File: src/logic/nic_pkg.sv
/*
 * NIC shell shared definitions
 * Widths, MMIO register map, sizing constants, port structs
 * and the init/start sequencer states
 */
package nic_pkg;

    // ====================
    // Widths
    // ====================
    typedef logic [15:0]  mmio_addr_t;   // 32-bit word units
    typedef logic [63:0]  mmio_data_t;
    typedef logic [8:0]   mmio_tid_t;
    typedef logic [511:0] rpc_data_t;    // One cache line
    typedef logic [3:0]   flow_id_t;
    typedef logic [63:0]  count_t;
    typedef logic [31:0]  rate_t;
    typedef logic [2:0]   cnt_sel_t;

    // ====================
    // Constants
    // ====================
    localparam logic [127:0] AFU_ID = 128'h5e9b_c1f0_7d32_4a86_b10e_93c4_28f7_a615;

    // Feature type AFU, end of feature list
    localparam mmio_data_t DFH_VALUE = 64'h1000_0100_0000_0000;

    // Register map, 64-bit registers on even word addresses
    localparam mmio_addr_t ADDR_DFH       = 16'd0;
    localparam mmio_addr_t ADDR_AFU_ID_L  = 16'd2;
    localparam mmio_addr_t ADDR_AFU_ID_H  = 16'd4;
    localparam mmio_addr_t ADDR_START     = 16'd16;
    localparam mmio_addr_t ADDR_INIT      = 16'd18;
    localparam mmio_addr_t ADDR_STATUS    = 16'd20;
    localparam mmio_addr_t ADDR_RPS       = 16'd22;
    localparam mmio_addr_t ADDR_CNT_SEL   = 16'd24;
    localparam mmio_addr_t ADDR_CNT_VALUE = 16'd26;

    localparam int INIT_CYCLES       = 4;
    localparam int INIT_CNT_W        = $clog2(INIT_CYCLES);
    localparam int RPS_WINDOW_CYCLES = 256;
    localparam int RPS_WIN_W         = $clog2(RPS_WINDOW_CYCLES);

    localparam int RPC_FIFO_DEPTH  = 8;
    localparam int FIFO_PTR_W      = $clog2(RPC_FIFO_DEPTH);
    localparam int FIFO_CNT_W      = $clog2(RPC_FIFO_DEPTH + 1);
    localparam int NET_TX_CREDITS  = 4;
    localparam int HOST_RX_CREDITS = 4;

    // Counter selectors
    localparam int       NUM_COUNTERS = 5;
    localparam cnt_sel_t CNT_RPC_IN   = 3'd0;
    localparam cnt_sel_t CNT_NET_OUT  = 3'd1;
    localparam cnt_sel_t CNT_NET_IN   = 3'd2;
    localparam cnt_sel_t CNT_RPC_OUT  = 3'd3;
    localparam cnt_sel_t CNT_OVERFLOW = 3'd4;

    // ====================
    // Port structs
    // ====================
    typedef struct packed {
        logic       wr_valid;
        logic       rd_valid;
        mmio_addr_t address;
        mmio_tid_t  tid;
        mmio_data_t data;
    } mmio_req_t;

    typedef struct packed {
        logic       valid;
        mmio_tid_t  tid;
        mmio_data_t data;
    } mmio_rsp_t;

    typedef struct packed {
        logic      valid;
        flow_id_t  flow_id;
        rpc_data_t data;
    } rpc_t;

    typedef struct packed {
        logic ready;
        logic running;
        logic err_tx_ovf;
        logic err_rx_ovf;
        logic error;
    } nic_status_t;

    typedef enum logic [1:0] {
        ST_IDLE,
        ST_INIT,
        ST_READY,
        ST_RUNNING
    } nic_state_t;

endpackage

File: src/logic/nic_counters.sv
/*
 * NIC packet counters
 * Counts registered event strobes and presents the selected one
 */
`timescale 1ns/1ps

module nic_counters (
    input  logic              ccip_clk,
    input  logic              reset,
    input  logic              rpc_in_valid,
    input  logic              net_out_valid,
    input  logic              net_in_valid,
    input  logic              rpc_out_valid,
    input  logic              overflow,
    input  nic_pkg::cnt_sel_t cnt_sel,
    output nic_pkg::count_t   cnt_value
);
    import nic_pkg::*;

    logic [NUM_COUNTERS-1:0] event_q;
    count_t                  cnt_q    [NUM_COUNTERS];
    count_t                  cnt_next [NUM_COUNTERS];

    // Bit position matches the counter selector
    always_ff @(posedge ccip_clk) begin
        if (reset) begin
            event_q <= '0;
        end else begin
            event_q <= {overflow, rpc_out_valid, net_in_valid, net_out_valid, rpc_in_valid};
        end
    end

    always_comb begin
        for (int i = 0; i < NUM_COUNTERS; i++) begin
            cnt_next[i] = cnt_q[i] + count_t'(event_q[i]);
        end
    end

    // Read-out taken from the next values to save a cycle
    always_ff @(posedge ccip_clk) begin
        if (reset) begin
            for (int i = 0; i < NUM_COUNTERS; i++) begin
                cnt_q[i] <= '0;
            end
            cnt_value <= '0;
        end else begin
            for (int i = 0; i < NUM_COUNTERS; i++) begin
                cnt_q[i] <= cnt_next[i];
            end
            case (cnt_sel)
                CNT_RPC_IN:   cnt_value <= cnt_next[CNT_RPC_IN];
                CNT_NET_OUT:  cnt_value <= cnt_next[CNT_NET_OUT];
                CNT_NET_IN:   cnt_value <= cnt_next[CNT_NET_IN];
                CNT_RPC_OUT:  cnt_value <= cnt_next[CNT_RPC_OUT];
                CNT_OVERFLOW: cnt_value <= cnt_next[CNT_OVERFLOW];
                default:      cnt_value <= '0;
            endcase
        end
    end

endmodule

File: config.mk
export PLATFORM = sky130hd
export DESIGN_NAME = nic_counters
export DESIGN_NICKNAME = d
export VERILOG_FILES = /design/src/logic/nic_pkg.sv /design/src/logic/nic_counters.sv
export SDC_FILE = /design/constraint.sdc
export NUM_CORES = 1
export LEC_CHECK = 0
export BUFFER_PORTS_ARGS = -buffer_cell sky130_fd_sc_hd__clkbuf_2
export CORE_MARGIN = 2
export CORE_UTILIZATION = 25
export DETAILED_ROUTE_END_ITERATION = 10
export MAX_ROUTING_LAYER = met4
export SLEW_MARGIN = 20
export SYNTH_ARGS = -nofsm -noshare
export SYNTH_HDL_FRONTEND = slang
export SYNTH_SLANG_ARGS = --single-unit
File: constraint.sdc
create_clock -name ccip_clk -period 3.27 [get_ports ccip_clk]
set_input_delay 0.654 -clock ccip_clk [delete_from_list [all_inputs] [get_ports ccip_clk]]
set_output_delay 0.654 -clock ccip_clk [all_outputs]
set_load 0.005 [all_outputs]
### Word-level counts from Yosys, hierarchy flattened

Memories as Yosys holds them, arrays and structs flattened.
Cells that the tools add are included.

* add/subtract/negate cells: 5
* eq/ne operators: 4
* multiplexer cells: 9
* bitwise operators: 5
* reduce and logical (&&, ||, !) cells: 1

Operator list (count)
* $add A64 B1 Y64: 5
* $mux W64: 5
* $pmux W64 S5: 1
* $eq A3 B2 Y1 const B: 2
* $or A1 B1 Y1: 5
* $eq A3 B1 Y1 const B: 1
* $eq A3 B3 Y1 const B: 1
* $logic_not A3 Y1: 1
* $mux W1: 3

* register bits after elaboration: 69
* RAM bits: 320
* input bits: 10
* logic and storage cells: 27
* memories: 1

Memory list
* cnt_q: depth 5, bits a word 64, rd ports 5, clocked after memory_dff 0, wr ports 5, RTL line nic_counters.sv:21 `count_t cnt_q [NUM_COUNTERS];`

### Depth between registers and ports, before layout

* depth after elaboration: 3
* mapped depth: 10

### Worst setup path after synthesis

Ideal clock, no wire load.

* kind: register to register
* start: memory cnt_q[0][31] in the netlist's numbering
* end: register cnt_value[58]
* setup time: 0.120 ns
* arrival: 2.504 ns
* required time: 3.150 ns
* slack: 0.646 ns
* stages on the path, launching flop included: 9
* path buffers: 1
* period minus slack after synthesis: 2.624 ns
* cell sequence: dfxtp_1 -> nand4_1 -> or4b_4 -> or2_2 -> buf_2 -> or4_1 -> xor2_1 -> o22ai_1 -> o31a_1

RTL lines
* from (decl): RTL line nic_counters.sv:21
* to (signal assigned): RTL line nic_counters.sv:51 `CNT_RPC_IN: cnt_value <= cnt_next[CNT_RPC_IN];`
* to (signal assigned): RTL line nic_counters.sv:52 `CNT_NET_OUT: cnt_value <= cnt_next[CNT_NET_OUT];`
* to (signal assigned): RTL line nic_counters.sv:53 `CNT_NET_IN: cnt_value <= cnt_next[CNT_NET_IN];`
* to (decl): RTL line nic_counters.sv:16 `output nic_pkg::count_t cnt_value`

==> flow_metrics.py <==
metrics = {
    "clocking": {
        "clock-sinks": 389,
        "clk_latency_ps": 590,
        "postCtsResizedCells": 0,
        "cts_htree_levels": 2,
        "cts_root_buf": "clkbuf_16",
        "cts_buffers": 41,
        "cts_tree": "yes",
        "clkTransAtPathRegs_ps": 70,
        "post_cts_buffers": 0,
        "clock_path_buffers": 3,
        "cts_hold_buf": 0,
    },
    "cells_and_area": {
        "drive_above_1_share": 0.112,
        "final_core_util": 0.296,
        "final_net_count": 2329,
        "syn_to_final_growth_pct": 17.7,
    },
    "min_path": {
        "min_path_cells": 2,
        "hold_end": "event_q[2]$_SDFF_PP0_",
        "min_path_type": "primary input to register",
        "hp-start": "net_in_valid",
    },
    "logic_synthesis": {
        "synth-edff-count": 0,
        "synth-seq-cells": 389,
        "postSynth.asyncResetShare": 0,
        "ys_seq_area_frac": 0.418,
        "synth_top_area_frac": 0.418,
        "synth_cells": 2199,
        "synth_top_flop_cell": "dfxtp_1",
        "synth_area_per_cell_um2": 8.48,
        "syn_nets": 2219,
        "yosysUniqueCellTypes": 63,
        "yosysWarnings": 0,
        "synth_top_cell_by_area": "dfxtp_1",
        "synth.area.top_cells": "dfxtp_1 42%, xnor2_1 7.7%, xor2_1 6.2%",
        "syn-cell-area_mm2": 0.0186,
    },
    "setup_path": {
        "critPathArrivalTime_ps": 3490,
        "crit_family": "simple AND/OR/NAND/NOR gates",
        "cp_num_buf_inv": 0,
        "rr_startpoint": "cnt_q[0][35]$_SDFF_PP0_",
        "rr_worst_depth": 7,
        "reg2reg_slack_ps": 260,
        "crit_path_top_delay_cell": "or4_1",
        "crit_chain": "and4_1, or4b_4, or2_2, or4_1, xor2_1, o22ai_1, o31a_1",
        "cp_slowest_stage_delay_ps": 560,
        "crit_path_start_kind": "register",
        "cp_data_required_time_ps": 3750,
        "path_class": "register to register",
        "startpoint": "cnt_q[0][35]$_SDFF_PP0_",
        "timing.rr.end": "cnt_value[58]$_SDFF_PP0_",
        "endpoint_kind": "register",
        "crit_fanout": 7,
    },
    "global_routing": {
        "grtUsageTotal": 0.178,
        "grt_max_degree": 164,
        "grt_overflow": 0,
        "first_global_vias": 15900,
        "grt_pass1_wl_um": 102000,
        "antenna_found_initial": 3,
    },
    "die": {
        "die_w_um": 277,
        "boundaryPins": 74,
        "initial_core_util": 0.252,
        "dieArea_mm2": 0.0768,
        "fp.coreArea_mm2": 0.0741,
        "die_y_um": 277,
        "rows": 100,
    },
    "routing": {
        "vias_per_cell": 5.11,
        "first_pass_iters": 5,
        "wl_met2_um": 29700,
        "via_count": 16900,
        "drt-total-wl_um": 67800,
        "highest_layer": "met4",
        "m1WireLength_um": 30200,
        "met3_length_um": 4920,
        "ant_nets": 0,
        "route.detailed.drc": 0,
        "drt_iter0_markers": 1758,
        "wire_per_inst_um": 20.5,
    },
    "placement": {
        "port_buffers": 73,
        "place_hpwl_um": 52000,
        "routabilityCongestion": 0.973,
    },
    "sta": {
        "skew_ps": 27.6,
        "slew_headroom": 0.491,
        "rsz0062_at_grt": "false",
        "fmax_mhz": 332,
        "final-setup-viol-count": 0,
        "hold_violations": 0,
        "setup_tns_ps": 0,
        "tightest_slew_ps": 763,
        "final.period_utilization": 0.922,
        "report.final.slew_viol_count": 0,
        "period_minus_slack_ps": 3010,
    },
    "power": {
        "power.density_mw_per_mm2": 451,
        "p_leak_nw": 7.37,
        "peakVddDrop_mv": 0.325,
    },
    "flow_run": {
        "max_cap_violations": 0,
    },
    "run_status": {
        "outcome": "complete, no violations",
    },
}
## stage by stage
stage	cell area [um2]	setup slack, ps	power, mW	cells	hold slack [ps]
global placement	20600	327	5.18	3235	500
finish	21900	256	9.89	3312	286
floorplan	18600	646	5.04	2199	472
CTS	21900	314	9.99	3310	262
detailed placement	20600	359	5.18	3235	496
global route	21900	192	10.2	3311	300
## synthesized netlist by cell type, types with 45 or more instances
| cell type | count |
|---|---|
| and3_1 | 53 |
| nor4_1 | 65 |
| nor2_1 | 310 |
| nand4_1 | 129 |
| nand2_1 | 156 |
| nor3_1 | 62 |
| nor2b_1 | 112 |
| xnor2_1 | 163 |
| xor2_1 | 133 |
| nand3_1 | 134 |
| clkbuf_1 | 85 |
| and4_1 | 45 |
| a21oi_1 | 51 |
| o22ai_1 | 51 |
| dfxtp_1 | 389 |
## state kept, by name, summed over array words and instances (netlist names)
| signal | count |
|---|---|
| event_q | 5 |
| cnt_q | 320 |
| cnt_value | 64 |
## where the power goes
| group | switching (mW) | internal, mW | total, mW |
|---|---|---|---|
| logic | 0.236 | 0.0806 | 0.317 |
| registers | 0.00829 | 4.75 | 4.76 |
| clock network | 2.09 | 2.72 | 4.82 |
## worst max path at each step
stage / to / slack, ps / cells past startpoint
2_1_floorplan: cnt_value[58]$_SDFF_PP0_ / 650 / 8
3_3_place_gp: cnt_value[58]$_SDFF_PP0_ / 330 / 7
3_5_place_dp: cnt_value[58]$_SDFF_PP0_ / 360 / 7
4_1_cts: cnt_value[58]$_SDFF_PP0_ / 310 / 7
5_1_grt: cnt_value[54]$_SDFF_PP0_ / 190 / 9
6_report: cnt_value[58]$_SDFF_PP0_ / 260 / 7
## cells in the final DEF, fill, tap and decap left out, types with 14 or more instances in the layout
master	instances
inv_1	22
and3_1	53
nand4_1	129
xnor2_1	163
clkbuf_16	41
xor2_1	133
nor3_1	62
o22ai_1	51
nand2_1	156
o31a_1	16
and2_1	19
a22oi_1	14
a21oi_1	50
nor4_1	65
nor2_1	308
or4_1	20
clkbuf_2	72
nor2b_1	112
nand3_1	134
o21ai_0	14
and4_1	45
dfxtp_1	389
buf_4	88
## logic make-up after synthesis
family	synth area share
and+or+nand+nor	0.319
buffers and inverters	0.0244
xor gates and xnor gates	0.139
AOI/OAI and AO/OA	0.0860
DFF	0.418
muxes	0.00745
adders and majority gates	0.00671
## cell type report
type	instances	area, um2
repair buffers	163	1080
inverters	22	82.6
clock inverters	19	226
diodes	2	5.00
multi-input cells	1692	10400
fillers	7960	52100
flip-flops and latches	389	7790
well taps	969	1210
clock buffers	56	1140
## layer usage
metal	up-vias	GRT usage
met4	0	0.0744
met5	-	-
li1	8063	-
met1	8048	0.239
met2	673	0.269
met3	132	0.0230
No activity file was read; power rests on OpenSTA's default activity.
