<file path="src/logic/nic_pkg.sv">
/*
 * NIC shell shared definitions
 * Widths, MMIO register map, sizing constants, port structs
 * and the init/start sequencer states
 */
package nic_pkg;

    // ====================
    // Widths
    // ====================
    typedef logic [15:0]  mmio_addr_t;   // 32-bit word units
    typedef logic [63:0]  mmio_data_t;
    typedef logic [8:0]   mmio_tid_t;
    typedef logic [511:0] rpc_data_t;    // One cache line
    typedef logic [3:0]   flow_id_t;
    typedef logic [63:0]  count_t;
    typedef logic [31:0]  rate_t;
    typedef logic [2:0]   cnt_sel_t;

    // ====================
    // Constants
    // ====================
    localparam logic [127:0] AFU_ID = 128'h5e9b_c1f0_7d32_4a86_b10e_93c4_28f7_a615;

    // Feature type AFU, end of feature list
    localparam mmio_data_t DFH_VALUE = 64'h1000_0100_0000_0000;

    // Register map, 64-bit registers on even word addresses
    localparam mmio_addr_t ADDR_DFH       = 16'd0;
    localparam mmio_addr_t ADDR_AFU_ID_L  = 16'd2;
    localparam mmio_addr_t ADDR_AFU_ID_H  = 16'd4;
    localparam mmio_addr_t ADDR_START     = 16'd16;
    localparam mmio_addr_t ADDR_INIT      = 16'd18;
    localparam mmio_addr_t ADDR_STATUS    = 16'd20;
    localparam mmio_addr_t ADDR_RPS       = 16'd22;
    localparam mmio_addr_t ADDR_CNT_SEL   = 16'd24;
    localparam mmio_addr_t ADDR_CNT_VALUE = 16'd26;

    localparam int INIT_CYCLES       = 4;
    localparam int INIT_CNT_W        = $clog2(INIT_CYCLES);
    localparam int RPS_WINDOW_CYCLES = 256;
    localparam int RPS_WIN_W         = $clog2(RPS_WINDOW_CYCLES);

    localparam int RPC_FIFO_DEPTH  = 8;
    localparam int FIFO_PTR_W      = $clog2(RPC_FIFO_DEPTH);
    localparam int FIFO_CNT_W      = $clog2(RPC_FIFO_DEPTH + 1);
    localparam int NET_TX_CREDITS  = 4;
    localparam int HOST_RX_CREDITS = 4;

    // Counter selectors
    localparam int       NUM_COUNTERS = 5;
    localparam cnt_sel_t CNT_RPC_IN   = 3'd0;
    localparam cnt_sel_t CNT_NET_OUT  = 3'd1;
    localparam cnt_sel_t CNT_NET_IN   = 3'd2;
    localparam cnt_sel_t CNT_RPC_OUT  = 3'd3;
    localparam cnt_sel_t CNT_OVERFLOW = 3'd4;

    // ====================
    // Port structs
    // ====================
    typedef struct packed {
        logic       wr_valid;
        logic       rd_valid;
        mmio_addr_t address;
        mmio_tid_t  tid;
        mmio_data_t data;
    } mmio_req_t;

    typedef struct packed {
        logic       valid;
        mmio_tid_t  tid;
        mmio_data_t data;
    } mmio_rsp_t;

    typedef struct packed {
        logic      valid;
        flow_id_t  flow_id;
        rpc_data_t data;
    } rpc_t;

    typedef struct packed {
        logic ready;
        logic running;
        logic err_tx_ovf;
        logic err_rx_ovf;
        logic error;
    } nic_status_t;

    typedef enum logic [1:0] {
        ST_IDLE,
        ST_INIT,
        ST_READY,
        ST_RUNNING
    } nic_state_t;

endpackage

</file>
<file path="src/logic/rpc_channel.sv">
/*
 * Credit-managed RPC channel
 * Queues incoming items and forwards them while enabled and
 * while downstream credit remains
 */
`timescale 1ns/1ps

module rpc_channel #(
    parameter int INIT_CREDITS = 4
) (
    input  logic          ccip_clk,
    input  logic          reset,
    input  logic          enable,
    input  nic_pkg::rpc_t in_item,
    output logic          in_credit,
    output nic_pkg::rpc_t out_item,
    input  logic          out_credit,
    output logic          overflow
);
    import nic_pkg::*;

    localparam int CRD_W = $clog2(INIT_CREDITS + 1);

    rpc_t                  mem [RPC_FIFO_DEPTH];
    logic [FIFO_PTR_W-1:0] wr_ptr;
    logic [FIFO_PTR_W-1:0] rd_ptr;
    logic [FIFO_CNT_W-1:0] fifo_cnt;
    logic [CRD_W-1:0]      credits;
    logic                  full;
    logic                  push;
    logic                  pop;
    logic                  out_valid_q;
    flow_id_t              out_flow_q;
    rpc_data_t             out_data_q;

    assign full = (fifo_cnt == FIFO_CNT_W'(RPC_FIFO_DEPTH));
    assign push = in_item.valid && !full;
    assign pop  = enable && (fifo_cnt != '0) && (credits != '0);

    // Storage
    always_ff @(posedge ccip_clk) begin
        if (push) begin
            mem[wr_ptr] <= in_item;
        end
        out_flow_q <= mem[rd_ptr].flow_id;
        out_data_q <= mem[rd_ptr].data;
    end

    // ====================
    // FIFO and credit control
    // ====================
    always_ff @(posedge ccip_clk) begin
        if (reset) begin
            wr_ptr      <= '0;
            rd_ptr      <= '0;
            fifo_cnt    <= '0;
            credits     <= CRD_W'(INIT_CREDITS);
            out_valid_q <= 1'b0;
            in_credit   <= 1'b0;
            overflow    <= 1'b0;
        end else begin
            if (push) begin
                wr_ptr <= wr_ptr + 1'b1;
            end
            if (pop) begin
                rd_ptr <= rd_ptr + 1'b1;
            end
            fifo_cnt <= fifo_cnt + FIFO_CNT_W'(push) - FIFO_CNT_W'(pop);

            // One credit spent per item sent, one back per downstream pulse
            credits <= credits - CRD_W'(pop) + CRD_W'(out_credit);

            out_valid_q <= pop;
            in_credit   <= pop;
            overflow    <= in_item.valid && full;
        end
    end

    assign out_item.valid   = out_valid_q;
    assign out_item.flow_id = out_flow_q;
    assign out_item.data    = out_data_q;

endmodule

</file>
<file path="config.mk">
export PLATFORM = sky130hd
export DESIGN_NAME = rpc_channel
export DESIGN_NICKNAME = d
export VERILOG_FILES = /design/src/logic/nic_pkg.sv /design/src/logic/rpc_channel.sv
export SDC_FILE = /design/constraint.sdc
export NUM_CORES = 2
export LEC_CHECK = 0
export BUFFER_PORTS_ARGS = -buffer_cell sky130_fd_sc_hd__buf_2
export CELL_PAD_IN_SITES_DETAIL_PLACEMENT = 2
export CELL_PAD_IN_SITES_GLOBAL_PLACEMENT = 2
export CORE_UTILIZATION = 49
export DETAILED_ROUTE_END_ITERATION = 10
export PLACE_DENSITY = 0.8
export SLEW_MARGIN = 40
export SYNTH_ARGS = -nofsm -noshare
export SYNTH_HDL_FRONTEND = slang
export SYNTH_MEMORY_MAX_BITS = 65536
export SYNTH_SLANG_ARGS = --single-unit
export TNS_END_PERCENT = 50
</file>
<file path="constraint.sdc">
create_clock -name ccip_clk -period 81.3 [get_ports ccip_clk]
set_clock_uncertainty 0.05 [all_clocks]
set_input_delay 16.26 -clock ccip_clk [delete_from_list [all_inputs] [get_ports ccip_clk]]
set_output_delay 16.26 -clock ccip_clk [all_outputs]
set_load 0.01 [all_outputs]
</file>
After elaboration in Yosys (flattened, before gate mapping)

Memories as Yosys holds them, arrays and structs flattened. A register that Yosys moved wholly into a read port is not among the register bits.
Index checks and enable logic that the tools add are counted.

Bits in registers: 15
RAM bits: 4136
Output and inout port bits: 519
Logic and storage cells: 23
Memories: 1

Add/sub/neg operators: 6
Equality and inequality tests: 1
Muxes and demuxes: 2
Reduce and logical (&&, ||, !) cells: 7

Memory list:

| memory | words | width | read ports | clocked after memory_dff | write ports | RTL line          | source |
|---|---|---|---|---|---|---|---|
| mem    | 8     | 517   | 1          | 1                        | 1           | rpc_channel.sv:24 | `rpc_t mem [RPC_FIFO_DEPTH];` |

Operator list:

| operator            | number |
|---|---|
| $add 3x1->3 const B | 2 |
| $add 4x1->4         | 1 |
| $eq 4x4->1 const B  | 1 |
| $logic_and 1x1->1   | 4 |
| $reduce_bool 4->1   | 1 |
| $sub 4x1->4         | 1 |
| $add 3x1->3         | 1 |
| $reduce_bool 3->1   | 1 |
| $sub 3x1->3         | 1 |
| $mux 1              | 2 |
| $logic_not 1->1     | 1 |

Logic depth before layout (Yosys ltp)

Depth after elaboration: 5
Depth in mapped cells: 11
Mapped depth without buffers: 11

Worst setup path after synthesis

OpenSTA, ideal clock, no wires.

Kind: input -> register
Start: in in_item[516] in the netlist's numbering
End: mem mem[0][0] in the netlist's numbering, enable pin
Arrival: 64.730 ns
Data required time: 78.594 ns
Setup slack: 13.863 ns
Stages on the path: 2
Buffers on the path: 0
Path through: nand2_1 -> nor4_1

Longest elaborated chain between the ends: 3

Ends and longest elaborated chain:

| what                         | RTL line          | source |
|---|---|---|
| from (decl)                  | rpc_channel.sv:14 | `input nic_pkg::rpc_t in_item,` |
| $logic_and 1x1->1            | rpc_channel.sv:37 | `assign push = in_item.valid && !full;` |
| $mux 1                       | rpc_channel.sv:42 | `if (push) begin` |
| $mux 1 (not written as such) | rpc_channel.sv:43 | `mem[wr_ptr] <= in_item;` |
| to (decl)                    | rpc_channel.sv:24 |  |

No other way between the ends.

Worst setup path in the final report

Start: in in_item[516] in the netlist's numbering
End: mem mem[6][315] in the netlist's numbering, enable pin

The elaborated chain is that of the path after synthesis.

==> summary.md <==
| Metric | Value |
|---|---|
| Outcome | `complete, no violations` |
| Dpl hpwl | `~330,000 µm` |
| Detailed Route Iter0 Violations | `about 10,000` |
| Critical Setup Path Class | `primary input to flop` |
| Post-DRT Antenna Nets | `0` |
| Final Setup Violations | `0` |
| Largest net degree at the start of global routing | `approximately 120` |
| Synth warnings | `0` |
| Clock latency on the worst-skew pair | `1.00 ns` |
| Worst Path Required | `81.86 ns` |
| NumNets Final | `~8,500` |
| Syn Nets | `7,105` |
| CTS max path bufs | `4` |
| DRC Markers | `0` |
| Synth top area share | `between 70% and 80%` |
| Core area | `337,000 µm²` |
| Post-Route WL | `around 600,000 µm` |
| Register area share after synthesis | `roughly four fifths` |
| Setup bufs post-CTS | `0` |
| Chip height | `roughly 600 µm` |
| Initial Utilization | `about half` |
| Post-synthesis cell count | `6,574` |
| Final Hold Slack | `roughly 0.58 ns` |
| Synth top cells by count | `4,128 x edfxtp_1, 1,032 x mux4_2, 531 x dfxtp_1` |
| CP Max Fanout | `46` |
| Top_reg_cell synth | `edfxtp_1` |
| Reg clk slew, reported paths | `~0.070 ns` |
| Via density | `roughly 6.3` |
| Synth unique cells | `29` |
| Syn_area_per_cell | `about 25 µm²` |
| Asr flop ratio synth | `0%` |
| CTS Sinks | `approximately 4,700` |
| CTS tree | `built` |
| Initial antenna violation count | `roughly 210` |
| Post-DP Area | `between 150,000 and 200,000 µm²` |
| Maximum VDD drop | `roughly 24 µV` |
| Worst Hold Class | `flop to flop` |
| DP Worst Slack | `~60 ns` |
| P&R area growth vs syn | `16.2%` |
| Layout Cells excl Fill | `between 10,000 and 15,000` |
| Htree depth | `5` |
| Synth area leaders | `edfxtp_1 75%, mux4_2 14%, dfxtp_1 6.4%` |
| Biggest area consumer among synthesized cells | `edfxtp_1` |
| Synthesized flop and latch total | `4,659` |
| Die area | `340,000 µm²` |
| Wire per inst | `44.9 µm` |
| Slew HR | `between 30% and 40%` |
| Filler cell count in the final layout | `roughly 27,000` |
| Share of cells above drive strength 1 | `about two fifths` |
| Crit path time final | `20.63 ns` |
| DIE WIDTH | `around 580 µm` |
| Worst-margin pin slew | `just under 1 ns` |
| Number of global-route vias before repair | `86,759` |
| First-pass GRT wire length | `781,000 µm` |
| Vias | `slightly above 80,000` |
| Fin. Hold Viols | `0` |
| CP Capture Type | `flop` |
| Final worst slack | `between 60 and 70 ns` |
| PD cells | `roughly 34 nW/µm²` |
| Setup tns final | `0 ns` |
| CTS Hold Bufs | `0` |
| Unrepaired setup endpoints after global routing | `false` |
| Final Cell Area | `just under 200,000 µm²` |
| FMAX | `between 40 and 50 MHz` |
| Number of flops mapped to enable cells by yosys | `slightly above 4,000` |
| GPL Wtd Cong | `0.761` |
| Remaining Overflow, GRT | `0` |
| Total iterations of the first detailed-routing run | `5` |
| Slew Limit Fails | `0` |
| Period utilization | `around a quarter` |
| Data arrival, critical path | `between 20 and 25 ns` |
| Resized Gates After CTS | `0` |
| Num CTS Buffers | `464` |
| # rows | `213` |
| MaxCap Viol Count | `0` |
| Boundary Pins | `approximately 1,000` |
| Clock root cell | `clkbuf_16` |
| Startpoint types | `primary input` |
| Most numerous cell in the Yosys netlist | `edfxtp_1` |
| GRT Overall Usage | `between 30% and 40%` |
| Area of the mapped netlist | `~170,000 µm²` |
| Port Buffers | `~1,000` |
| Cell count after placement | `around 12,000` |
| P_leak | `between 60 and 70 nW` |
[cells by family after synthesis]
group,share of synthesized area [%]
DFF,81.3
muxes,17.6
buffers and inverters,0.885
and+or+nand+nor,0.138
adders and majority gates,0.0846
AOI/OAI and AO/OA,0.0257
xor gates and xnor gates,0.0212
[placed cells by master, fill, tap and decap left out, drive strengths merged]
cell and count:
nand2b 5, clkinvlp 9, fa 2, clkbuf 668
clkinv 163, nor4 1, diode 114, buf 1189
mux2 520, a21o 1, nor3b 2, bufinv 30
or3b 1, nor2 11, nand3 3, nor3 7
nor2b 7, ha 8, o21ai 4, dfxtp 531
edfxtp 4128, xnor2 3, nand2 3, mux4 1032
a21oi 3, xor2 1, or3 2, inv 14
nor4b 1, mux2i 1
[flip-flops by register name, indices dropped and copies added (netlist names)]
signal and count:
mem 4128, credits 3, wr_ptr 3, out_flow_q 4, rd_ptr 3, overflow 1, out_valid_q 1, fifo_cnt 4
out_data_q 512
[final cells by class]
type | count | area (µm²) | share of cell area, %
clock buffer | 667 | 13100 | 6.83
sequential | 4659 | 135000 | 69.9
clock inverter | 210 | 2050 | 1.07
multi-input combinational | 1618 | 29600 | 15.4
antenna | 114 | 285 | 0.148
tap | 4515 | 5650 | 2.93
timing repair buffer | 1190 | 7140 | 3.71
inverter | 6 | 22.5 | 0.0117
[worst max-delay path, stage by stage]
cell and delay (ns):
buf_2 0.18, nand3_1 0.40, nor2_4 0.63, buf_4 0.62
buf_4 0.70, buf_4 0.68, buf_4 0.75, buf_6 0.63
[per-layer routing]
| metal | up-vias | routed length [µm] | track usage [%] |
|---|---|---|---|
| li1 | 30717 | - | - |
| met5 | - | 1020 | 0 |
| met1 | 44822 | 204000 | 41.3 |
| met4 | 156 | 23800 | 11.5 |
| met3 | 1210 | 52800 | 7.67 |
| met2 | 5149 | 301000 | 58.5 |
[through the flow]
step | total power [mW] | utilization [%]
final | 6.47 | 57.2
after global routing | 6.60 | 57.1
after CTS | 6.47 | 57.0
after detailed placement | 4.19 | 52.5
after global placement | 4.07 | 52.4
after floorplan | 3.82 | -
[where the power goes]
group / leakage [nW] / total, mW / switching (mW) / internal, mW
clock: 7.48 / 2.25 / 1.02 / 1.22
combinational: 12.6 / 1.22 / 0.688 / 0.535
sequential: 41.9 / 3.00 / 0.156 / 2.84
total: 62.0 / 6.47 / 1.87 / 4.60
[worst paths after layout]
kind | start | endpoint | slack, ns | cells past startpoint
min | credits[1] | credits[2] | 0.58 | 2
max | in_item[516] | mem[6][315] | 60.67 | 8
max reg2reg | rd_ptr[0] | out_data_q[286] | 74.81 | 11
min reg2reg | credits[1] | credits[2] | 0.58 | 2
Note: power is estimated with default switching activity, not from simulation.
