$ cat config.mk
export PLATFORM = sky130hd
export DESIGN_NAME = nic_rate_meter
export DESIGN_NICKNAME = d
export VERILOG_FILES = /design/src/logic/nic_pkg.sv /design/src/logic/nic_rate_meter.sv
export SDC_FILE = /design/constraint.sdc
export NUM_CORES = 1
export LEC_CHECK = 0
export BUFFER_PORTS_ARGS = -buffer_cell sky130_fd_sc_hd__buf_4
export CORE_ASPECT_RATIO = 1.75
export CORE_MARGIN = 5
export CORE_UTILIZATION = 60
export CTS_CLUSTER_SIZE = 16
export DETAILED_ROUTE_END_ITERATION = 7
export PLACE_DENSITY = 0.82
export SYNTH_ARGS = -nofsm -noshare
export SYNTH_HDL_FRONTEND = slang
export SYNTH_SLANG_ARGS = --single-unit
$ cat constraint.sdc
create_clock -name ccip_clk -period 4.95 [get_ports ccip_clk]
set_input_delay 0.495 -clock ccip_clk [delete_from_list [all_inputs] [get_ports ccip_clk]]
set_output_delay 0.495 -clock ccip_clk [all_outputs]
set_load 0.1 [all_outputs]
$ cat src/logic/nic_pkg.sv
/*
 * NIC shell shared definitions
 * Widths, MMIO register map, sizing constants, port structs
 * and the init/start sequencer states
 */
package nic_pkg;

    // ====================
    // Widths
    // ====================
    typedef logic [15:0]  mmio_addr_t;   // 32-bit word units
    typedef logic [63:0]  mmio_data_t;
    typedef logic [8:0]   mmio_tid_t;
    typedef logic [511:0] rpc_data_t;    // One cache line
    typedef logic [3:0]   flow_id_t;
    typedef logic [63:0]  count_t;
    typedef logic [31:0]  rate_t;
    typedef logic [2:0]   cnt_sel_t;

    // ====================
    // Constants
    // ====================
    localparam logic [127:0] AFU_ID = 128'h5e9b_c1f0_7d32_4a86_b10e_93c4_28f7_a615;

    // Feature type AFU, end of feature list
    localparam mmio_data_t DFH_VALUE = 64'h1000_0100_0000_0000;

    // Register map, 64-bit registers on even word addresses
    localparam mmio_addr_t ADDR_DFH       = 16'd0;
    localparam mmio_addr_t ADDR_AFU_ID_L  = 16'd2;
    localparam mmio_addr_t ADDR_AFU_ID_H  = 16'd4;
    localparam mmio_addr_t ADDR_START     = 16'd16;
    localparam mmio_addr_t ADDR_INIT      = 16'd18;
    localparam mmio_addr_t ADDR_STATUS    = 16'd20;
    localparam mmio_addr_t ADDR_RPS       = 16'd22;
    localparam mmio_addr_t ADDR_CNT_SEL   = 16'd24;
    localparam mmio_addr_t ADDR_CNT_VALUE = 16'd26;

    localparam int INIT_CYCLES       = 4;
    localparam int INIT_CNT_W        = $clog2(INIT_CYCLES);
    localparam int RPS_WINDOW_CYCLES = 256;
    localparam int RPS_WIN_W         = $clog2(RPS_WINDOW_CYCLES);

    localparam int RPC_FIFO_DEPTH  = 8;
    localparam int FIFO_PTR_W      = $clog2(RPC_FIFO_DEPTH);
    localparam int FIFO_CNT_W      = $clog2(RPC_FIFO_DEPTH + 1);
    localparam int NET_TX_CREDITS  = 4;
    localparam int HOST_RX_CREDITS = 4;

    // Counter selectors
    localparam int       NUM_COUNTERS = 5;
    localparam cnt_sel_t CNT_RPC_IN   = 3'd0;
    localparam cnt_sel_t CNT_NET_OUT  = 3'd1;
    localparam cnt_sel_t CNT_NET_IN   = 3'd2;
    localparam cnt_sel_t CNT_RPC_OUT  = 3'd3;
    localparam cnt_sel_t CNT_OVERFLOW = 3'd4;

    // ====================
    // Port structs
    // ====================
    typedef struct packed {
        logic       wr_valid;
        logic       rd_valid;
        mmio_addr_t address;
        mmio_tid_t  tid;
        mmio_data_t data;
    } mmio_req_t;

    typedef struct packed {
        logic       valid;
        mmio_tid_t  tid;
        mmio_data_t data;
    } mmio_rsp_t;

    typedef struct packed {
        logic      valid;
        flow_id_t  flow_id;
        rpc_data_t data;
    } rpc_t;

    typedef struct packed {
        logic ready;
        logic running;
        logic err_tx_ovf;
        logic err_rx_ovf;
        logic error;
    } nic_status_t;

    typedef enum logic [1:0] {
        ST_IDLE,
        ST_INIT,
        ST_READY,
        ST_RUNNING
    } nic_state_t;

endpackage

$ cat src/logic/nic_rate_meter.sv
/*
 * RPC rate meter
 * Counts host RPCs over a fixed window of cycles
 */
`timescale 1ns/1ps

module nic_rate_meter (
    input  logic           ccip_clk,
    input  logic           reset,
    input  logic           rpc_valid,
    output nic_pkg::rate_t rps
);
    import nic_pkg::*;

    logic [RPS_WIN_W-1:0] win_cnt;
    rate_t                evt_cnt;
    logic                 win_end;

    assign win_end = (win_cnt == RPS_WIN_W'(RPS_WINDOW_CYCLES - 1));

    always_ff @(posedge ccip_clk) begin
        if (reset) begin
            win_cnt <= '0;
            evt_cnt <= '0;
            rps     <= '0;
        end else if (win_end) begin
            // Last cycle of the window still counts
            rps     <= evt_cnt + rate_t'(rpc_valid);
            evt_cnt <= '0;
            win_cnt <= '0;
        end else begin
            evt_cnt <= evt_cnt + rate_t'(rpc_valid);
            win_cnt <= win_cnt + 1'b1;
        end
    end

endmodule

# --- Yosys cells after proc, flatten, opt, wreduce, memory -nomap -nowiden ---
# Cells that the tools add are included.
word_totals:
  register_bits: 72
  output_inout_bits: 32
  elab_cells: 7
op_classes:
  reduce_logical: 1
  n_addsub: 2
  eq_ne: 1
op_table:
  columns: ["operator", "count"]
  rows:
  - ["32-bit by 1-bit adder with 32-bit output", 1]
  - ["8-bit by 1-bit adder with 8-bit output, second input constant", 1]
  - ["8-bit equality test, second input constant", 1]
  - ["2-bit OR reduction", 1]

# --- Logic depth before layout (Yosys ltp) ---
# Gate-level depths: netlist of run 1.
logic_depth:
  word_depth: 2
  ltp_mapped: 8
  mapped_depth_nobuf: 6

# --- Least setup slack after synthesis of run 1 ---
# OpenSTA, ideal clock, no wires.
synth_timing:
  kind: "input port to flip-flop"
  start: "in rpc_valid"
  end: "reg rps[24]"
  path_buffers: 1
  t_arrival_ps: 2149
  slack_ps: 2710
  stages: 7
  cell_sequence: "ha_1 ha_1 and4_1 clkbuf_1 nand2_1 or4_1 a311oi_1"
synth_between:
  elab_chain_cells: 1
synth_lines:
  columns: ["element", "line_no", "text"]
  rows:
  - ["from (decl)", "nic_rate_meter.sv:10", "input logic rpc_valid,"]
  - ["32-bit by 1-bit adder with 32-bit output", "nic_rate_meter.sv:28", "rps <= evt_cnt + rate_t'(rpc_valid);"]
  - ["to (signal assigned)", "nic_rate_meter.sv:28", null]
  - ["to (decl)", "nic_rate_meter.sv:11", "output nic_pkg::rate_t rps"]
# Every way passes these cells.
# A chain may end at the register's enable or synchronous reset.

# --- Worst setup path in the final report of run 1 ---
layout_timing:
  start: "reg win_cnt[0]"
  end: "reg win_cnt[7]"
layout_between:
  elab_chain_cells: 2
  word_cells_on_any_way: 3
  cone_classes: "1 x add/sub; 1 x eq/ne; 1 x reduce/logical"
layout_lines:
  columns: ["element", "line_no", "text"]
  rows:
  - ["from (decl)", "nic_rate_meter.sv:15", "logic [RPS_WIN_W-1:0] win_cnt;"]
  - ["from (signal assigned)", "nic_rate_meter.sv:33", "win_cnt <= win_cnt + 1'b1;"]
  - ["parallel branches: the longest is 2 deep, another holds 8-bit by 1-bit adder with 8-bit output", null, null]
# Parallel ways; which one is timed is not known.

==> results of run 1 <==
-- metal layers --
| layer | GRT usage, % | routed length, microns | up-vias |
|---|---|---|---|
| li1 | - | - | 1262 |
| met1 | 21.9 | 2540 | 1117 |
| met2 | 35.6 | 3180 | 46 |
| met3 | 4.32 | 235 | 13 |
| met4 | 10.4 | 146 | 0 |
| met5 | 0 | 0 | - |
-- stage by stage --
step,hold WS [ns],area [sq um],std cells
global placement,0.429,3220,396
detailed placement,0.442,3220,396
finish,0.455,3410,411
global route,0.493,3410,411
CTS,0.455,3410,411
floorplan,0.418,2990,329
-- final timing paths --
check / start / end / slack [ns]
setup reg to reg: win_cnt[0]$_SDFF_PP0_ / win_cnt[7]$_SDFF_PP0_ / 2.32
setup / recovery: win_cnt[0]$_SDFF_PP0_ / win_cnt[7]$_SDFF_PP0_ / 2.32
hold / removal: win_cnt[0]$_SDFF_PP0_ / win_cnt[0]$_SDFF_PP0_ / 0.45
hold reg to reg: win_cnt[0]$_SDFF_PP0_ / win_cnt[0]$_SDFF_PP0_ / 0.45
-- cell families after synthesis --
| group | after synthesis |
|---|---|
| buffers and inverters | 23 |
| AO/OA/AOI/OAI | 70 |
| adder cells (fa/ha/maj) | 4 |
| flip-flops | 72 |
| multiplexers | 3 |
| AND/OR/NAND/NOR | 138 |
| XOR/XNOR | 19 |
-- power by group through the flow --
stage | registers, uW | logic [uW] | clock network (uW)
6_report | 586 | 21.1 | 445
5_1_grt | 586 | 23.7 | 484
4_1_cts | 586 | 21.3 | 455
3_5_place_dp | 599 | 21.1 | 0
3_3_place_gp | 599 | 20.6 | 0
2_1_floorplan | 599 | 16.3 | 0
-- sequential cells by signal (all words and copies together), names as in the netlist --
register  cells
win_cnt       8
evt_cnt      32
rps          32
-- synthesized netlist by cell type, drive strengths merged, types with 6 or more instances --
cell type	number	area [sq um]
o31ai	8	60.1
or4	13	101
a211oi	13	97.6
nand2	18	67.6
dfxtp	72	1440
nand4	8	56.3
nor2	47	176
xnor2	11	96.3
clkbuf	18	68.8
nand3	15	80.1
xor2	8	70.1
o21bai	6	45.0
a31oi	6	37.5
a311oi	10	87.6
a21oi	17	85.1
nor3	6	30.0
or3	10	63.8
o21ai	9	45.0
-- cell type report --
type | instances | area, sq um | area share [%]
clock buffers | 11 | 141 | 4.15
clock inverters | 4 | 45.0 | 1.32
inverters | 2 | 7.51 | 0.220
multi-input cells | 234 | 1450 | 42.5
flip-flops and latches | 72 | 1440 | 42.3
well taps | 54 | 67.6 | 1.98
repair buffers | 34 | 255 | 7.49
-- critical path, cell delays in order, from the launching register on --
cell and delay (ns):
dfxtp_1 0.36, ha_1 0.23, and4_1 0.24, and2_2 0.83, or2_2 0.68, nor2_1 0.11
==> metrics.md, run 1 <==
| Metric | Value |
|---|---|
| Compound-Gate Fraction of Synth Area | `15.6%` |
| Num CTS Buffers | `9` |
| Min Clock Period, post-route | `2.63 ns` |
| Fraction of registers with async set/reset | `0%` |
| Initial antenna violation count | `0` |
| Outcome | `complete, no violations` |
| CTS root buffer | `clkbuf_8` |
| RD Place Congestion | `0.819` |
| WP data required | `5.16 ns` |
| Core area | `0.00489 sq mm` |
| HPWL Detailed | `4.18 mm` |
| Post-synthesis mux area share | `1.01%` |
| Clock share of power | `42.3%` |
| # port buffers | `34` |
| Area growth, synth to finish | `14.1%` |
| Drt wl/cell | `14.8 microns` |
| Pint | `831 uW` |
| LEAKAGE | `0.00117 uW` |
| Vias in the first global route | `2390` |
| 1st-iter DRT viols | `103` |
| Fmax | `381 MHz` |
| Die Y | `103 microns` |
| Utilization after layout | `69.6%` |
| CP Max Fanout | `61` |
| Synth Area in Simple Gates | `24.6%` |
| H-tree levels | `3` |
| Crit share post-route | `53.1%` |
| Hold Buf Count CTS | `0` |
| Final worst slack | `2.32 ns` |
| Detailed Routing Iterations Pass 1 | `4` |
| Synth Cell Area | `0.00299 sq mm` |
| Sequential-to-total area share from yosys stat | `48.3%` |
| Vias per inst | `5.93` |
| Global-route wire length before repair | `10.5 mm` |
| PwrDens | `309 mW/mm^2` |
| Worst skew pair latency | `0.34 ns` |
| Post-synth EDFFs | `0` |
| RSZ-0062 raised after global routing | `false` |
| Yosys cell types | `39` |
| Worst slew margin | `30.3%` |
| Xor and xnor area share after synthesis | `5.57%` |
| Final Hold Viols | `0` |
| Layout cells sized above 1 | `16.2%` |
| Synth warn | `0` |
| Post-synthesis cell count | `329` |
| Worst Path Class, Setup | `flip-flop to flip-flop` |
| Tightest Pin Transition | `1.05 ns` |
| Most frequent cells in the layout | `72 x dfxtp_1, 47 x nor2_1, 34 x buf_4, 18 x nand2_1, 17 x a21oi_1` |
| Detailed-route wire length | `6.10 mm` |
| Synthesized area per cell | `9.07 sq um` |
| Antenna Violating Nets Remaining | `0` |
| Crit end category | `flip-flop` |
| Reg2reg path depth | `5` |
| Via Count | `2438` |
| Final Max Slew Viols | `0` |
| Io pins | `35` |
| P_sw | `221 uW` |
| Startpoint Class | `flip-flop` |
| Peak supply drop | `0.000244 V` |
| WHS Path Cells | `1` |
| Final nets | `360` |
| # setup viols final | `0` |
| Initial Util | `61.0%` |
| CTS clk-pin slew, worst paths | `0.07 ns` |
| Hold Path Class | `flip-flop to flip-flop` |
| Seq pwr share | `55.7%` |
| Die Area | `0.00654 sq mm` |
| Combinational power share | `2.0%` |
| Die Width | `63.3 microns` |
| FILL cells | `411` |
| Largest net degree at the start of global routing | `62` |
| Setup_tns | `0 ns` |
| Overall global routing resource usage | `19.9%` |
| Flops & latches, synth | `72` |
| Largest family of logic cells by synthesized area | `simple AND/OR/NAND/NOR gates` |
| Worst Path Arrival | `2.84 ns` |
| Clk sinks | `72` |
| Primary FF master, synth | `dfxtp_1` |
| Worst slack at placement | `2.35 ns` |
| Max clock buf depth | `2` |
| GRT overflow | `0` |
| Syn nets | `336` |
| CTS resizes | `0` |
| Std cell rows | `34` |
| Clock skew | `0.00833 ns` |
| Diodes inserted | `0` |
| Sw Ratio | `21.0%` |
| CTS tree | `yes` |
| Maxcap violations | `0` |
| Drt drc | `0` |
| Pwr Total | `1050 uW` |
| Commonest non-fill, non-tap cell in the layout | `dfxtp_1` |
| Post-synthesis adder-cell area fraction | `1.68%` |
| Post-CTS Setup Repair Bufs | `0` |
(Power assumes the default switching activity.)
==> run 2: changes to the inputs <==
- ABC_AREA: unset -> 1
- CORE_UTILIZATION: 60 -> 52
- PLACE_DENSITY: 0.82 -> 0.75
- clock period: 4.95 -> 2.3 ns (I/O delays scaled with it)
==> metrics.md, run 2 <==
| Metric | Value |
|---|---|
| Worst Path Arrival | `2.05 ns (was 2.84 ns)` |
| Worst slew margin | `65.2% (was 30.3%)` |
| Share of the synthesized area in the top cell type | `45.2% (was 48.3%)` |
| Vias per inst | `4.99 (was 5.93)` |
| Largest net degree at the start of global routing | `34 (was 62)` |
| LEAKAGE | `0.00157 uW (was 0.00117 uW)` |
| GRT overflow | `0 (unchanged)` |
| Compound-Gate Fraction of Synth Area | `4.98% (was 15.6%)` |
| Largest family of logic cells by synthesized area | `simple AND/OR/NAND/NOR gates (unchanged)` |
| Flops & latches, synth | `72 (unchanged)` |
| PwrDens | `629 mW/mm^2 (was 309 mW/mm^2)` |
| Clk sinks | `72 (unchanged)` |
| Worst slack at placement | `0.541 ns (was 2.35 ns)` |
| Count leader, synth | `nand2_1 (was dfxtp_1)` |
| Worst skew pair latency | `0.35 ns (was 0.34 ns)` |
| Commonest non-fill, non-tap cell in the layout | `nand2_1 (was dfxtp_1)` |
| Synth Area in Simple Gates | `37.0% (was 24.6%)` |
| Max clock buf depth | `2 (unchanged)` |
| Final worst slack | `0.500 ns (was 2.32 ns)` |
| Worst Path Class, Setup | `flip-flop to flip-flop (unchanged)` |
| Tightest Pin Transition | `0.521 ns (was 1.05 ns)` |
| # setup viols final | `0 (unchanged)` |
| Crit end category | `flip-flop (unchanged)` |
| Xor and xnor area share after synthesis | `4.39% (was 5.57%)` |
| Drt wl/cell | `12.7 microns (was 14.8 microns)` |
| Post-synthesis mux area share | `0% (was 1.01%)` |
| Most frequent cells in the layout | `168 x nand2_1, 72 x dfxtp_1, 58 x nor2_1, 36 x inv_1, 36 x buf_4 (was 72 x dfxtp_1, 47 x nor2_1, 34 x buf_4, 18 x nand2_1, 17 x a21oi_1)` |
| Startpoint Class | `flip-flop (unchanged)` |
| Biggest regs | `evt_cnt x32, rps x32, win_cnt x8 (unchanged)` |
| Synth area leader | `dfxtp_1 (unchanged)` |
| Final Max Slew Viols | `0 (unchanged)` |
| Antenna Violating Nets Remaining | `0 (unchanged)` |
| Setup_tns | `0 ns (unchanged)` |
| Initial antenna violation count | `0 (unchanged)` |
| Post-synthesis adder-cell area fraction | `1.57% (was 1.68%)` |
| Final nets | `487 (was 360)` |
| Die Y | `114 microns (was 103 microns)` |
| Fmax | `556 MHz (was 381 MHz)` |
| Peak supply drop | `0.000445 V (was 0.000244 V)` |
| Std cell rows | `37 (was 34)` |
| Initial Util | `53.9% (was 61.0%)` |
| Num CTS Buffers | `9 (unchanged)` |
| Synth Cell Area | `0.00319 sq mm (was 0.00299 sq mm)` |
| Final Hold Viols | `0 (unchanged)` |
| Min Clock Period, post-route | `1.80 ns (was 2.63 ns)` |
| Synthesized area per cell | `7.24 sq um (was 9.07 sq um)` |
| Detailed-route wire length | `7.17 mm (was 6.10 mm)` |
| Yosys cell types | `27 (was 39)` |
| Drt drc | `0 (unchanged)` |
| Area growth, synth to finish | `15.5% (was 14.1%)` |
| Global-route wire length before repair | `12.2 mm (was 10.5 mm)` |
| Synth warn | `0 (unchanged)` |
| Hold Path Class | `primary input to flip-flop (was flip-flop to flip-flop)` |
| CTS clk-pin slew, worst paths | `0.07 ns (about the same)` |
| Io pins | `35 (unchanged)` |
| # port buffers | `34 (unchanged)` |
| Maxcap violations | `0 (unchanged)` |
| Post-synth EDFFs | `0 (unchanged)` |
| RSZ-0062 raised after global routing | `false (unchanged)` |
| HPWL Detailed | `5.36 mm (was 4.18 mm)` |
| Post-CTS Setup Repair Bufs | `0 (unchanged)` |
| Largest cells by area after synthesis | `dfxtp_1 45%, nand2_1 20%, nor2_1 6.8% (was dfxtp_1 48%, nor2_1 5.9%, a211oi_1 3.3%)` |
| Post-synthesis cell count | `441 (was 329)` |
| CTS resizes | `0 (unchanged)` |
| Syn nets | `448 (was 336)` |
| Clock skew | `0.00771 ns (was 0.00833 ns)` |
| Sequential-to-total area share from yosys stat | `45.2% (was 48.3%)` |
| H-tree levels | `3 (unchanged)` |
| Detailed Routing Iterations Pass 1 | `5 (was 4)` |
| Diodes inserted | `0 (unchanged)` |
| Primary FF master, synth | `dfxtp_1 (unchanged)` |
| CTS root buffer | `clkbuf_8 (unchanged)` |
| Die Area | `0.00787 sq mm (was 0.00654 sq mm)` |
| Overall global routing resource usage | `19.5% (was 19.9%)` |
| Vias in the first global route | `2773 (was 2390)` |
| WP data required | `2.55 ns (was 5.16 ns)` |
| Layout cells sized above 1 | `14.6% (was 16.2%)` |
| 1st-iter DRT viols | `151 (was 103)` |
| Top cells by count, synth | `168 x nand2_1, 72 x dfxtp_1, 58 x nor2_1 (was 72 x dfxtp_1, 47 x nor2_1, 18 x nand2_1)` |
| Outcome | `complete, no violations (unchanged)` |
| Crit share post-route | `78.2% (was 53.1%)` |
| Core area | `0.00593 sq mm (was 0.00489 sq mm)` |
| RD Place Congestion | `0.924 (was 0.819)` |
| Via Count | `2811 (was 2438)` |
| CTS tree | `yes (unchanged)` |
| CP Max Fanout | `5 (was 61)` |
| Hold Buf Count CTS | `0 (unchanged)` |
| Fraction of registers with async set/reset | `0% (unchanged)` |
| Die Width | `69.2 microns (was 63.3 microns)` |
run 2: cell count changes after synthesis, moves of 9 or more:
cell      change
inv_1        +34
or4_1        -12
a311oi_1     -10
o21ai_1       +9
or3_1         -9
clkbuf_1     -17
nand2_1     +150
a211oi_1     -13
nor2_1       +11
run 2: worst max-delay path: stages, from the launching register on:
cell     delay, ns
dfxtp_1       0.34
ha_1          0.17
ha_1          0.19
nand2_1       0.11
nor2_4        0.13
nand2_2       0.14
nor2_2        0.26
nand2_1       0.08
nand2_1       0.09
nand2_1       0.07
nand2_1       0.07
nand2_1       0.05
run 2: cells by family (layout without fill, tap and decap cells):
group                    after synthesis  count (layout)
flip-flops                            72              72
AO/OA/AOI/OAI                         29              29
AND/OR/NAND/NOR                      272             272
buffers and inverters                 48              92
XOR/XNOR                              16              16
adder cells (fa/ha/maj)                4               4
run 2: where the power goes:
part | internal [uW] | switching, uW
clock | 558 | 452
sequential | 1250 | 5.45
combinational | 15.0 | 34.6
run 2: layout make-up:
| class | instances | area, sq um |
|---|---|---|
| multi-input cells | 321 | 1530 |
| fillers | 600 | 2240 |
| inverters | 40 | 150 |
| repair buffers | 36 | 270 |
| flip-flops and latches | 72 | 1440 |
| well taps | 78 | 97.6 |
| clock inverters | 3 | 40.0 |
| clock buffers | 13 | 159 |
run 2: per-layer routing:
layer | GRT usage (%) | vias to the layer above | wire, microns
li1 | - | 1447 | -
met1 | 17.8 | 1293 | 2580
met2 | 39.0 | 57 | 4080
met3 | 4.67 | 14 | 274
met4 | 9.39 | 0 | 233
met5 | 0 | - | 0
run 2: worst paths after layout:
check | startpoint | endpoint | slack, ns | cells past startpoint
worst max-delay path | evt_cnt[0]$_SDFF_PP0_ | rps[24]$_SDFFE_PP0N_ | 0.50 | 11
worst min register to register | rps[22]$_SDFFE_PP0N_ | rps[22]$_SDFFE_PP0N_ | 0.45 | 2
worst min-delay path | reset | rps[15]$_SDFFE_PP0N_ | 0.19 | 4
worst max register to register | evt_cnt[0]$_SDFF_PP0_ | rps[24]$_SDFFE_PP0N_ | 0.50 | 11
run 2: per-stage QoR:
stage	area, sq um	total power [uW]	utilization, %	hold WS [ns]	std cells
3_5_place_dp	3490	1340	58.9	0.440	547
3_3_place_gp	3490	1340	58.9	0.429	547
4_1_cts	3690	2340	62.2	0.177	563
2_1_floorplan	3190	1330	-	0.375	441
5_1_grt	3690	2410	62.2	0.188	563
6_report	3690	2320	62.2	0.191	563
